[src/icache_settings.svh]
`ifndef ICACHE_SETTINGS_SVH
`define ICACHE_SETTINGS_SVH

// set index width, 16 sets
`define ICACHE_INDEX_W 4

// word offset within a line, 4 words of 32 bits
`define ICACHE_OFFSET_W 2

// filler for the second slot when the next word is outside the line
// (addi x0, x0, 0)
`define ICACHE_NOP 32'h0000_0013

`endif
[src/icache_pkg.sv]
`default_nettype none

`include "icache_settings.svh"

package icache_pkg;

    // address split: tag | index | word offset | byte
    localparam int TAG_W = 32 - `ICACHE_INDEX_W - `ICACHE_OFFSET_W - 2;
    localparam int LINE_WORDS = 1 << `ICACHE_OFFSET_W;

    typedef logic [TAG_W-1:0] tag_t;

    typedef logic [LINE_WORDS*32-1:0] line_t;

    // low word is the addressed instruction, high word the next one
    typedef logic [63:0] pair_t;

    typedef enum logic {
        FETCH      = 1'b0,
        INVALIDATE = 1'b1
    } req_op_t;

    // one fetch address, seen as a raw word or as cache fields
    typedef union packed {
        logic [31:0] raw;
        struct packed {
            tag_t                        tag;
            logic [`ICACHE_INDEX_W-1:0]  index;
            logic [`ICACHE_OFFSET_W-1:0] offset;
            logic [1:0]                  byte_sel;
        } f;
    } fetch_addr_t;

endpackage

`default_nettype wire

[src/icache_if.sv]
`timescale 1ns/10ps
`default_nettype none

`include "icache_settings.svh"

//////////////////////////////
// request buffer to lookup
//////////////////////////////
interface lookup_if;
    logic                   valid;
    logic                   ready;
    icache_pkg::fetch_addr_t addr;
    icache_pkg::req_op_t     op;

    modport source (
        output valid, addr, op,
        input  ready
    );

    modport sink (
        input  valid, addr, op,
        output ready
    );

    // store only watches the pending lookup
    modport monitor (
        input valid, ready, addr
    );
endinterface

//////////////////////////////
// controller to output stage
//////////////////////////////
interface fetch_if;
    logic                        valid;
    logic                        ready;
    icache_pkg::line_t           line;
    logic [`ICACHE_OFFSET_W-1:0] offset;

    modport source (output valid, line, offset, input ready);

    modport sink (input valid, line, offset, output ready);
endinterface

`default_nettype wire

[src/icache_top.sv]
`timescale 1ns/10ps
`default_nettype none

`include "icache_settings.svh"

module icache_top (
    input  logic        clk,
    input  logic        arst_n,

    // pipeline request
    input  logic        req_valid,
    output logic        req_ready,
    input  logic [31:0] req_addr,
    input  logic        req_op,

    // pipeline result
    output logic        out_valid,
    input  logic        out_ready,
    output logic [63:0] out_pair,
    output logic        out_second_valid,

    // memory port, one line per refill
    output logic        mem_req,
    output logic [31:0] mem_addr,
    input  logic        mem_addr_ok,
    input  logic        mem_data_ok,
    input  logic [(32<<`ICACHE_OFFSET_W)-1:0] mem_line
);

    lookup_if lk_if ();
    fetch_if  fo_if ();

    logic              hit;
    icache_pkg::line_t hit_line;
    logic              refill_we;
    icache_pkg::line_t refill_line;
    logic              touch;
    logic              invalidate;

    icache_req_buf i_req_buf (
        .clk(clk), .arst_n(arst_n),
        .req_valid(req_valid), .req_ready_unused_guard_n(1'b1),
        .req_addr(req_addr), .req_op(req_op), .req_ready(req_ready),
        .lk(lk_if.source)
    );

    icache_store i_store (
        .clk(clk), .arst_n(arst_n),
        .refill_we(refill_we), .refill_line(refill_line),
        .touch(touch), .invalidate(invalidate),
        .lk(lk_if.monitor), .hit(hit), .hit_line(hit_line)
    );

    icache_ctrl i_ctrl (
        .clk(clk), .arst_n(arst_n),
        .hit(hit), .hit_line(hit_line),
        .mem_addr_ok(mem_addr_ok), .mem_data_ok(mem_data_ok), .mem_line(mem_line),
        .lk(lk_if.sink), .fo(fo_if.source),
        .refill_we(refill_we), .refill_line(refill_line),
        .touch(touch), .invalidate(invalidate),
        .mem_req(mem_req), .mem_addr(mem_addr)
    );

    icache_fetch_out i_fetch_out (
        .clk(clk), .arst_n(arst_n), .out_ready(out_ready),
        .fo(fo_if.sink),
        .out_valid(out_valid), .out_pair(out_pair), .out_second_valid(out_second_valid)
    );

endmodule

`default_nettype wire

[src/icache_fetch_out.sv]
`timescale 1ns/10ps
`default_nettype none

`include "icache_settings.svh"

module icache_fetch_out (
    input  logic              clk,
    input  logic              arst_n,
    input  logic              out_ready,
    fetch_if.sink             fo,
    output logic              out_valid,
    output icache_pkg::pair_t out_pair,
    output logic              out_second_valid
);

    logic [`ICACHE_OFFSET_W-1:0] next_off;
    logic                        last_word;
    icache_pkg::pair_t           sel_pair;
    logic                        sel_second;
    logic                        load;

    //////////////////////////////
    // word pair select
    //////////////////////////////
    assign next_off  = fo.offset + 1'b1;
    assign last_word = &fo.offset;

    always_comb begin
        sel_pair[31:0] = fo.line[fo.offset*32 +: 32];
        if (last_word) begin
            sel_pair[63:32] = `ICACHE_NOP;
            sel_second      = 1'b0;
        end else begin
            sel_pair[63:32] = fo.line[next_off*32 +: 32];
            sel_second      = 1'b1;
        end
    end

    //////////////////////////////
    // output register
    //////////////////////////////
    assign fo.ready = !out_valid || out_ready;
    assign load     = fo.valid && fo.ready;

    always_ff @(posedge clk or negedge arst_n) begin
        if (!arst_n) begin
            out_valid <= 1'b0;
        end else if (load) begin
            out_valid <= 1'b1;
        end else if (out_ready) begin
            out_valid <= 1'b0;
        end
    end

    always_ff @(posedge clk) begin
        if (load) begin
            out_pair         <= sel_pair;
            out_second_valid <= sel_second;
        end
    end

    a_out_hold: assert property (
        @(posedge clk) disable iff (!arst_n)
        out_valid && !out_ready |=>
            out_valid && $stable(out_pair) && $stable(out_second_valid)
    );

endmodule

`default_nettype wire

[src/icache_ctrl.sv]
`timescale 1ns/10ps
`default_nettype none

`include "icache_settings.svh"

module icache_ctrl (
    input  logic              clk,
    input  logic              arst_n,
    input  logic              hit,
    input  icache_pkg::line_t hit_line,
    input  logic              mem_addr_ok,
    input  logic              mem_data_ok,
    input  icache_pkg::line_t mem_line,
    lookup_if.sink            lk,
    fetch_if.source           fo,
    output logic              refill_we,
    output icache_pkg::line_t refill_line,
    output logic              touch,
    output logic              invalidate,
    output logic              mem_req,
    output logic [31:0]       mem_addr
);

    localparam logic [1:0] S_LOOKUP    = 2'd0;
    localparam logic [1:0] S_MISS_REQ  = 2'd1;
    localparam logic [1:0] S_MISS_WAIT = 2'd2;
    localparam logic [1:0] S_HOLD      = 2'd3;

    logic [1:0]                  state_q;
    logic [1:0]                  state_d;
    logic                        res_valid_q;
    icache_pkg::line_t           res_line_q;
    logic [`ICACHE_OFFSET_W-1:0] res_off_q;
    logic                        slot_free;
    logic                        lk_fire;
    logic                        refill_done;
    logic                        is_fetch;
    icache_pkg::fetch_addr_t     line_addr;

    assign is_fetch    = (lk.op == icache_pkg::FETCH);
    assign slot_free   = !res_valid_q || fo.ready;
    assign refill_done = (state_q == S_MISS_WAIT) && mem_data_ok;

    // miss keeps the request in the buffer, the store indexes with it
    always_comb begin
        case (state_q)
            S_LOOKUP:    lk.ready = slot_free && (!is_fetch || hit);
            S_MISS_WAIT: lk.ready = mem_data_ok;
            default:     lk.ready = 1'b0;
        endcase
    end

    assign lk_fire    = lk.valid && lk.ready;
    assign invalidate = (state_q == S_LOOKUP) && lk_fire && !is_fetch;
    assign touch      = (state_q == S_LOOKUP) && lk_fire && is_fetch;

    assign refill_we   = refill_done;
    assign refill_line = mem_line;

    // line aligned memory address
    always_comb begin
        line_addr            = lk.addr;
        line_addr.f.offset   = '0;
        line_addr.f.byte_sel = '0;
    end

    assign mem_req  = (state_q == S_MISS_REQ);
    assign mem_addr = line_addr.raw;

    always_comb begin
        state_d = state_q;
        case (state_q)
            S_LOOKUP:    if (lk.valid && is_fetch && !hit && slot_free) state_d = S_MISS_REQ;
            S_MISS_REQ:  if (mem_addr_ok) state_d = S_MISS_WAIT;
            S_MISS_WAIT: if (mem_data_ok) state_d = fo.ready ? S_LOOKUP : S_HOLD;
            default:     if (fo.ready) state_d = S_LOOKUP;
        endcase
    end

    always_ff @(posedge clk or negedge arst_n) begin
        if (!arst_n) begin
            state_q <= S_LOOKUP;
        end else begin
            state_q <= state_d;
        end
    end

    //////////////////////////////
    // result slot
    //////////////////////////////
    always_ff @(posedge clk or negedge arst_n) begin
        if (!arst_n) begin
            res_valid_q <= 1'b0;
        end else if (touch || (refill_done && !fo.ready)) begin
            res_valid_q <= 1'b1;
        end else if (fo.ready) begin
            res_valid_q <= 1'b0;
        end
    end

    always_ff @(posedge clk) begin
        if (touch || (refill_done && !fo.ready)) begin
            res_line_q <= touch ? hit_line : mem_line;
            res_off_q  <= lk.addr.f.offset;
        end
    end

    // returned line bypasses the slot, which is empty during a miss
    assign fo.valid  = res_valid_q || refill_done;
    assign fo.line   = res_valid_q ? res_line_q : mem_line;
    assign fo.offset = res_valid_q ? res_off_q : lk.addr.f.offset;

    a_req_held: assert property (
        @(posedge clk) disable iff (!arst_n)
        mem_req && !mem_addr_ok |=> mem_req
    );

endmodule

`default_nettype wire

[src/icache_store.sv]
`timescale 1ns/10ps
`default_nettype none

`include "icache_settings.svh"

module icache_store (
    input  logic              clk,
    input  logic              arst_n,
    input  logic              refill_we,
    input  icache_pkg::line_t refill_line,
    input  logic              touch,
    input  logic              invalidate,
    lookup_if.monitor         lk,
    output logic              hit,
    output icache_pkg::line_t hit_line
);

    localparam int NSETS = 1 << `ICACHE_INDEX_W;

    logic [1:0][NSETS-1:0]        valid_q;
    logic [NSETS-1:0]             lru_q;
    icache_pkg::tag_t             tag_q  [0:1][0:NSETS-1];
    icache_pkg::line_t            data_q [0:1][0:NSETS-1];

    logic [`ICACHE_INDEX_W-1:0]   idx;
    logic [1:0]                   way_hit;
    logic                         victim;

    assign idx    = lk.addr.f.index;
    assign victim = lru_q[idx];

    //////////////////////////////
    // tag compare, both ways
    //////////////////////////////
    always_comb begin
        for (int w = 0; w < 2; w++) begin
            way_hit[w] = valid_q[w][idx] && (tag_q[w][idx] == lk.addr.f.tag);
        end
    end

    assign hit      = lk.valid && (|way_hit);
    assign hit_line = way_hit[1] ? data_q[1][idx] : data_q[0][idx];

    //////////////////////////////
    // valid bits and lru
    //////////////////////////////
    always_ff @(posedge clk or negedge arst_n) begin
        if (!arst_n) begin
            valid_q <= '0;
        end else if (invalidate) begin
            valid_q <= '0;
        end else if (refill_we) begin
            valid_q[victim][idx] <= 1'b1;
        end
    end

    // lru bit names the way to replace next
    always_ff @(posedge clk or negedge arst_n) begin
        if (!arst_n) begin
            lru_q <= '0;
        end else if (refill_we) begin
            lru_q[idx] <= ~victim;
        end else if (touch) begin
            lru_q[idx] <= ~way_hit[1];
        end
    end

    //////////////////////////////
    // tag and line arrays
    //////////////////////////////
    always_ff @(posedge clk) begin
        if (refill_we) begin
            tag_q[victim][idx]  <= lk.addr.f.tag;
            data_q[victim][idx] <= refill_line;
        end
    end

    // a line is only ever filled into one way after a miss
    a_one_way: assert property (
        @(posedge clk) disable iff (!arst_n)
        lk.valid |-> !(way_hit[0] && way_hit[1])
    );

endmodule

`default_nettype wire

[src/icache_req_buf.sv]
`timescale 1ns/10ps
`default_nettype none

module icache_req_buf (
    input  logic     clk,
    input  logic     arst_n,
    input  logic     req_valid,
    input  logic     req_ready_unused_guard_n,
    input  logic [31:0] req_addr,
    input  logic     req_op,
    output logic     req_ready,
    lookup_if.source lk
);

    logic                    buf_valid_q;
    logic                    run_q;
    icache_pkg::fetch_addr_t buf_addr_q;
    icache_pkg::req_op_t     buf_op_q;
    logic                    take;

    // free slot, or the held entry leaves this cycle
    assign req_ready = run_q && (!buf_valid_q || lk.ready);
    assign take      = req_valid && req_ready;

    // keeps req_ready low through reset and the first edge after it
    always_ff @(posedge clk or negedge arst_n) begin
        if (!arst_n) begin
            run_q <= 1'b0;
        end else begin
            run_q <= req_ready_unused_guard_n;
        end
    end

    always_ff @(posedge clk or negedge arst_n) begin
        if (!arst_n) begin
            buf_valid_q <= 1'b0;
        end else if (take) begin
            buf_valid_q <= 1'b1;
        end else if (lk.ready) begin
            buf_valid_q <= 1'b0;
        end
    end

    // payload
    always_ff @(posedge clk) begin
        if (take) begin
            buf_addr_q.raw <= req_addr;
            buf_op_q       <= icache_pkg::req_op_t'(req_op);
        end
    end

    assign lk.valid = buf_valid_q;
    assign lk.addr  = buf_addr_q;
    assign lk.op    = buf_op_q;

    // a stalled lookup keeps its address until consumed
    a_addr_stable: assert property (
        @(posedge clk) disable iff (!arst_n)
        lk.valid && !lk.ready |=> lk.valid && $stable(lk.addr)
    );

endmodule

`default_nettype wire

[config.mk]
export PLATFORM = sky130hd
export DESIGN_NAME = icache_top
export DESIGN_NICKNAME = d
export VERILOG_FILES = /design/src/icache_pkg.sv /design/src/icache_if.sv /design/src/icache_top.sv /design/src/icache_fetch_out.sv /design/src/icache_ctrl.sv /design/src/icache_store.sv /design/src/icache_req_buf.sv
export VERILOG_INCLUDE_DIRS = /design/src /design/src/src
export SDC_FILE = /design/constraint.sdc
export NUM_CORES = 2
export LEC_CHECK = 0
export ABC_CLOCK_PERIOD_IN_PS = 19730
export BUFFER_PORTS_ARGS = -buffer_cell sky130_fd_sc_hd__buf_2
export CAP_MARGIN = 25
export CORE_MARGIN = 2
export CORE_UTILIZATION = 50
export DETAILED_ROUTE_END_ITERATION = 16
export HOLD_SLACK_MARGIN = 0.02
export PLACE_DENSITY = 0.73
export SYNTH_ARGS = -nofsm -noshare
export SYNTH_HDL_FRONTEND = slang
export SYNTH_MEMORY_MAX_BITS = 65536
export SYNTH_SLANG_ARGS = --single-unit
[constraint.sdc]
create_clock -name clk -period 19.73 [get_ports clk]
set_input_delay 0.9865 -clock clk [delete_from_list [all_inputs] [get_ports clk]]
set_output_delay 0.9865 -clock clk [all_outputs]
set_load 0.01 [all_outputs]
==> reports/summary.json <==
{
  "post_synth_instance_area_mm2": 0.2015,
  "fmax_mhz": 115.9,
  "globalplace.congestion": 0.8934,
  "nNetsFinal": 9219,
  "outcome": "finished clean",
  "fin_worst_hold_slack_ns": 0.1431,
  "async_flop_share_pct": 1.050,
  "postLayoutCoreUtil_pct": 56.08,
  "drt_drc_violations_left": 0,
  "first_global_vias": 98000,
  "rr_endpoint": "i_ctrl.res_line_q[111]$_DFFE_PP_",
  "static_power_due_to_leakage_uw": 0.07137,
  "post_cts_resized": 0,
  "detail_route.first_pass.iterations": 6,
  "ys_warn_count": 0,
  "yosys.cell_count.top_type": "edfxtp_1",
  "rrSetupSlack_ns": 11.35,
  "clkSlewWorstSetupHoldPaths_ns": 0.06,
  "gr-usage-all-layers_pct": 26.52,
  "routed_wl_um": 544300,
  "synthDistinctLibCells": 74,
  "report.final.slew_viol_count": 0,
  "critical_path.slowest_cell": "buf_4",
  "multi_input_area_mm2": 0.04498,
  "min-delay-path-class": "primary input to register",
  "critPathMostFrequentCell": "buf_4",
  "seqCellArea_mm2": 0.1542,
  "timing.final.crit_period_ns": 8.631,
  "final_cells": 14800,
  "crit_fanout": 45,
  "syn-instance-count": 8536,
  "critical_path.reg2reg.startpoint": "i_req_buf.lk.addr[4]$_DFFE_PP_",
  "totalPowerFinal_uw": 23550,
  "clock_skew_ns": 0.07006,
  "synth_enable_flop_cells": 5090,
  "layout_cell_share_with_drive_strength_beyond_1_pct": 30.77,
  "fin_crit_sh_pct": 43.75,
  "clk_latency_ns": 1.03,
  "critical_path_arrival_ns": 7.64,
  "max-vdd-ir-drop_uv": 93.53,
  "flow.area_growth_from_synthesis_pct": 11.88,
  "h-tree-depth": 5,
  "fillers": 28100,
  "timing.critical_path.from_type": "register",
  "setup-violations-final": 0,
  "initial_utilization_pct": 50.13,
  "yosysTopAreaCell": "edfxtp_1",
  "synth_flop_cell": "edfxtp_1",
  "numClockSinks": 5144,
  "ios": 267,
  "capture_endpoint_of_the_worst_hold_path": "i_req_buf.lk.addr[21]$_DFFE_PP_",
  "synth_top_cell_area_share_pct": 75.85,
  "core_area_mm2": 0.4020,
  "post_drt_via_cell_ratio": 6.631,
  "hold_viol": 0,
  "holdBufCountCts": 0,
  "drtIter0Drc": 16250,
  "floorplan.die.width_um": 638.9,
  "synth_area_per_cell_um2": 23.61,
  "hpwlAfterDp_um": 288800,
  "inst_count_dp": 13850,
  "grt_first_pass_wirelength_um": 758500,
  "timing.setup.tns_ns": 0,
  "post_cts_buffers": 0,
  "crit_chain": "buf_4 > buf_4 > buf_4 > buf_4 > mux4_1 > mux4_2 > xnor2_1 > nand2_1 > or4b_4 > nor3b_2 > or4_1 > and3_1 > buf_2",
  "min_delay_path_depth": 1,
  "rsz0062_at_grt": "false",
  "timing.setup.critical_path_class": "register to primary output",
  "power_per_cell_area_mw_per_mm2": 104.5,
  "number_of_antenna_violating_nets_in_the_routed_design": 0,
  "numPortBuffers": 260,
  "tightest_slew_ns": 1.276,
  "cp_data_required_time_ns": 18.74,
  "critical_path.max_stage_delay_ns": 0.81,
  "grt_overflow": 0,
  "cts_root_buffer": "clkbuf_16",
  "synth_seq_cells": 5144,
  "die_area_mm2": 0.4081,
  "maxCapViolations": 0,
  "ctsLongestPathBuffers": 4,
  "source_of_the_worst_hold_timing_path": "req_addr[21]",
  "drt-wirelength-per-cell_um": 36.78,
  "cts_buffers": 479,
  "reg2reg_depth": 13,
  "die_y_um": 638.9,
  "vias": 98120,
  "ys_seq_area_share_pct": 76.52,
  "slew-limit-headroom_pct": 14.90,
  "grt_max_degree": 163,
  "synth_area_leaders": "edfxtp_1, mux4_2, mux2i_1",
  "tritoncts": "built",
  "row_count": 233,
  "grt_antenna_before_repair": 99,
  "synthTopCellsByCount": "edfxtp_1, mux4_2, clkbuf_1",
  "endpoint_kind": "primary output"
}
==> sequential cells by signal (all words and copies together) (netlist names) <==
signal / flops
i_store.data_q: 4096
i_store.tag_q: 768
i_ctrl.res_line_q: 128
i_fetch_out.out_pair: 64
i_store.valid_q: 32
i_req_buf.lk.addr: 30
i_store.lru_q: 16
i_ctrl.res_off_q: 2
i_ctrl.state_q: 2
i_ctrl.res_valid_q: 1
i_fetch_out.out_second_valid: 1
i_fetch_out.out_valid: 1
i_req_buf.lk.op: 1
i_req_buf.lk.valid: 1
i_req_buf.run_q: 1
==> worst max-delay path, delay by kind of cell, from the launching register on <==
family	cells	cell delay, ns
xor gates and xnor gates	1	0.30
buffers and inverters	5	3.02
DFF	1	0.34
muxes	2	1.18
and+or+nand+nor	5	1.67
==> logic make-up after synthesis <==
logic type               count (synthesis)  share of synthesized area [%]
AO/OA/AOI/OAI                          287                         0.9226
XOR/XNOR                                51                         0.2217
adder cells (fa/ha/maj)                  1                       0.006208
buffers and inverters                  521                          1.322
flip-flops                            5144                          76.52
multiplexers                          2055                          19.99
other                                    2                       0.003727
AND/OR/NAND/NOR                        475                          1.016
==> metal layers <==
| layer | vias up | global-route usage [%] | wire length [um] |
|---|---|---|---|
| met1 | 52230 | 36.54 | 191800 |
| li1 | 37570 | - | - |
| met3 | 1185 | 4.902 | 65890 |
| met2 | 7112 | 41.97 | 260800 |
| met4 | 24 | 11.38 | 25560 |
| met5 | - | 0 | 159 |
==> worst max path at each step <==
| stage | from | to | slack [ns] | cells after the start |
|---|---|---|---|---|
| CTS | i_req_buf.lk.addr[4]$_DFFE_PP_ | req_ready | 10.87 | 13 |
| floorplan | i_req_buf.lk.addr[4]$_DFFE_PP_ | i_store.data_q[0][1000]$_DFFE_PP_ | 10.08 | 11 |
| finish | i_req_buf.lk.addr[4]$_DFFE_PP_ | req_ready | 11.10 | 13 |
| global route | i_req_buf.lk.addr[4]$_DFFE_PP_ | req_ready | 10.54 | 13 |
| global placement | i_req_buf.lk.addr[4]$_DFFE_PP_ | i_ctrl.res_line_q[114]$_DFFE_PP_ | 11.07 | 13 |
| detailed placement | i_req_buf.lk.addr[4]$_DFFE_PP_ | i_ctrl.res_line_q[111]$_DFFE_PP_ | 11.35 | 13 |
==> power breakdown <==
| group | switching, uW | leakage [uW] | internal (uW) |
|---|---|---|---|
| Combinational | 1220 | 0.0173 | 920 |
| Sequential | 61.4 | 0.0465 | 12200 |
| Clock | 4000 | 0.00758 | 5190 |
==> stage by stage <==
stage,area (um2),setup slack (ns)
6_report,225500,11.10
5_1_grt,225400,10.54
4_1_cts,225100,10.87
3_5_place_dp,209600,11.35
3_3_place_gp,209500,11.07
2_1_floorplan,201500,10.08
==> cell usage in the layout, fill, tap and decap left out, types with 8 or more instances in the layout <==
master	synthesis	routed
mux2i_1	279	277
a22oi_1	34	34
clkinv_2	0	99
bufinv_16	0	52
buf_4	49	225
and3_1	8	8
diode_2	0	58
a21oi_1	47	47
nor2_1	121	87
nor3_1	9	9
mux2_4	121	121
mux2_2	17	17
inv_6	0	14
clkbuf_1	294	96
o21ai_0	97	97
clkinvlp_4	0	13
buf_2	48	260
dfrtp_1	54	53
nand4_1	10	10
buf_16	0	9
xor2_1	12	12
o22ai_1	10	10
mux4_2	1504	1504
edfxtp_1	5090	5090
clkbuf_16	0	486
o21a_1	34	34
nand3_1	45	45
inv_1	19	17
buf_12	14	34
nor2_4	0	33
nand2_1	243	242
mux2_1	127	127
a22o_1	13	13
clkinv_1	2	108
xnor2_1	39	39
==> cell type report <==
class	count	share of cell area, %
clock inverters	297	1.295
clock buffers	585	5.572
inverters	22	0.04051
multi-input cells	2874	19.95
repair buffers	530	1.746
well taps	5287	2.934
flip-flops and latches	5144	68.40
diodes	58	0.06438
Note: power is estimated with default switching activity, not from simulation.
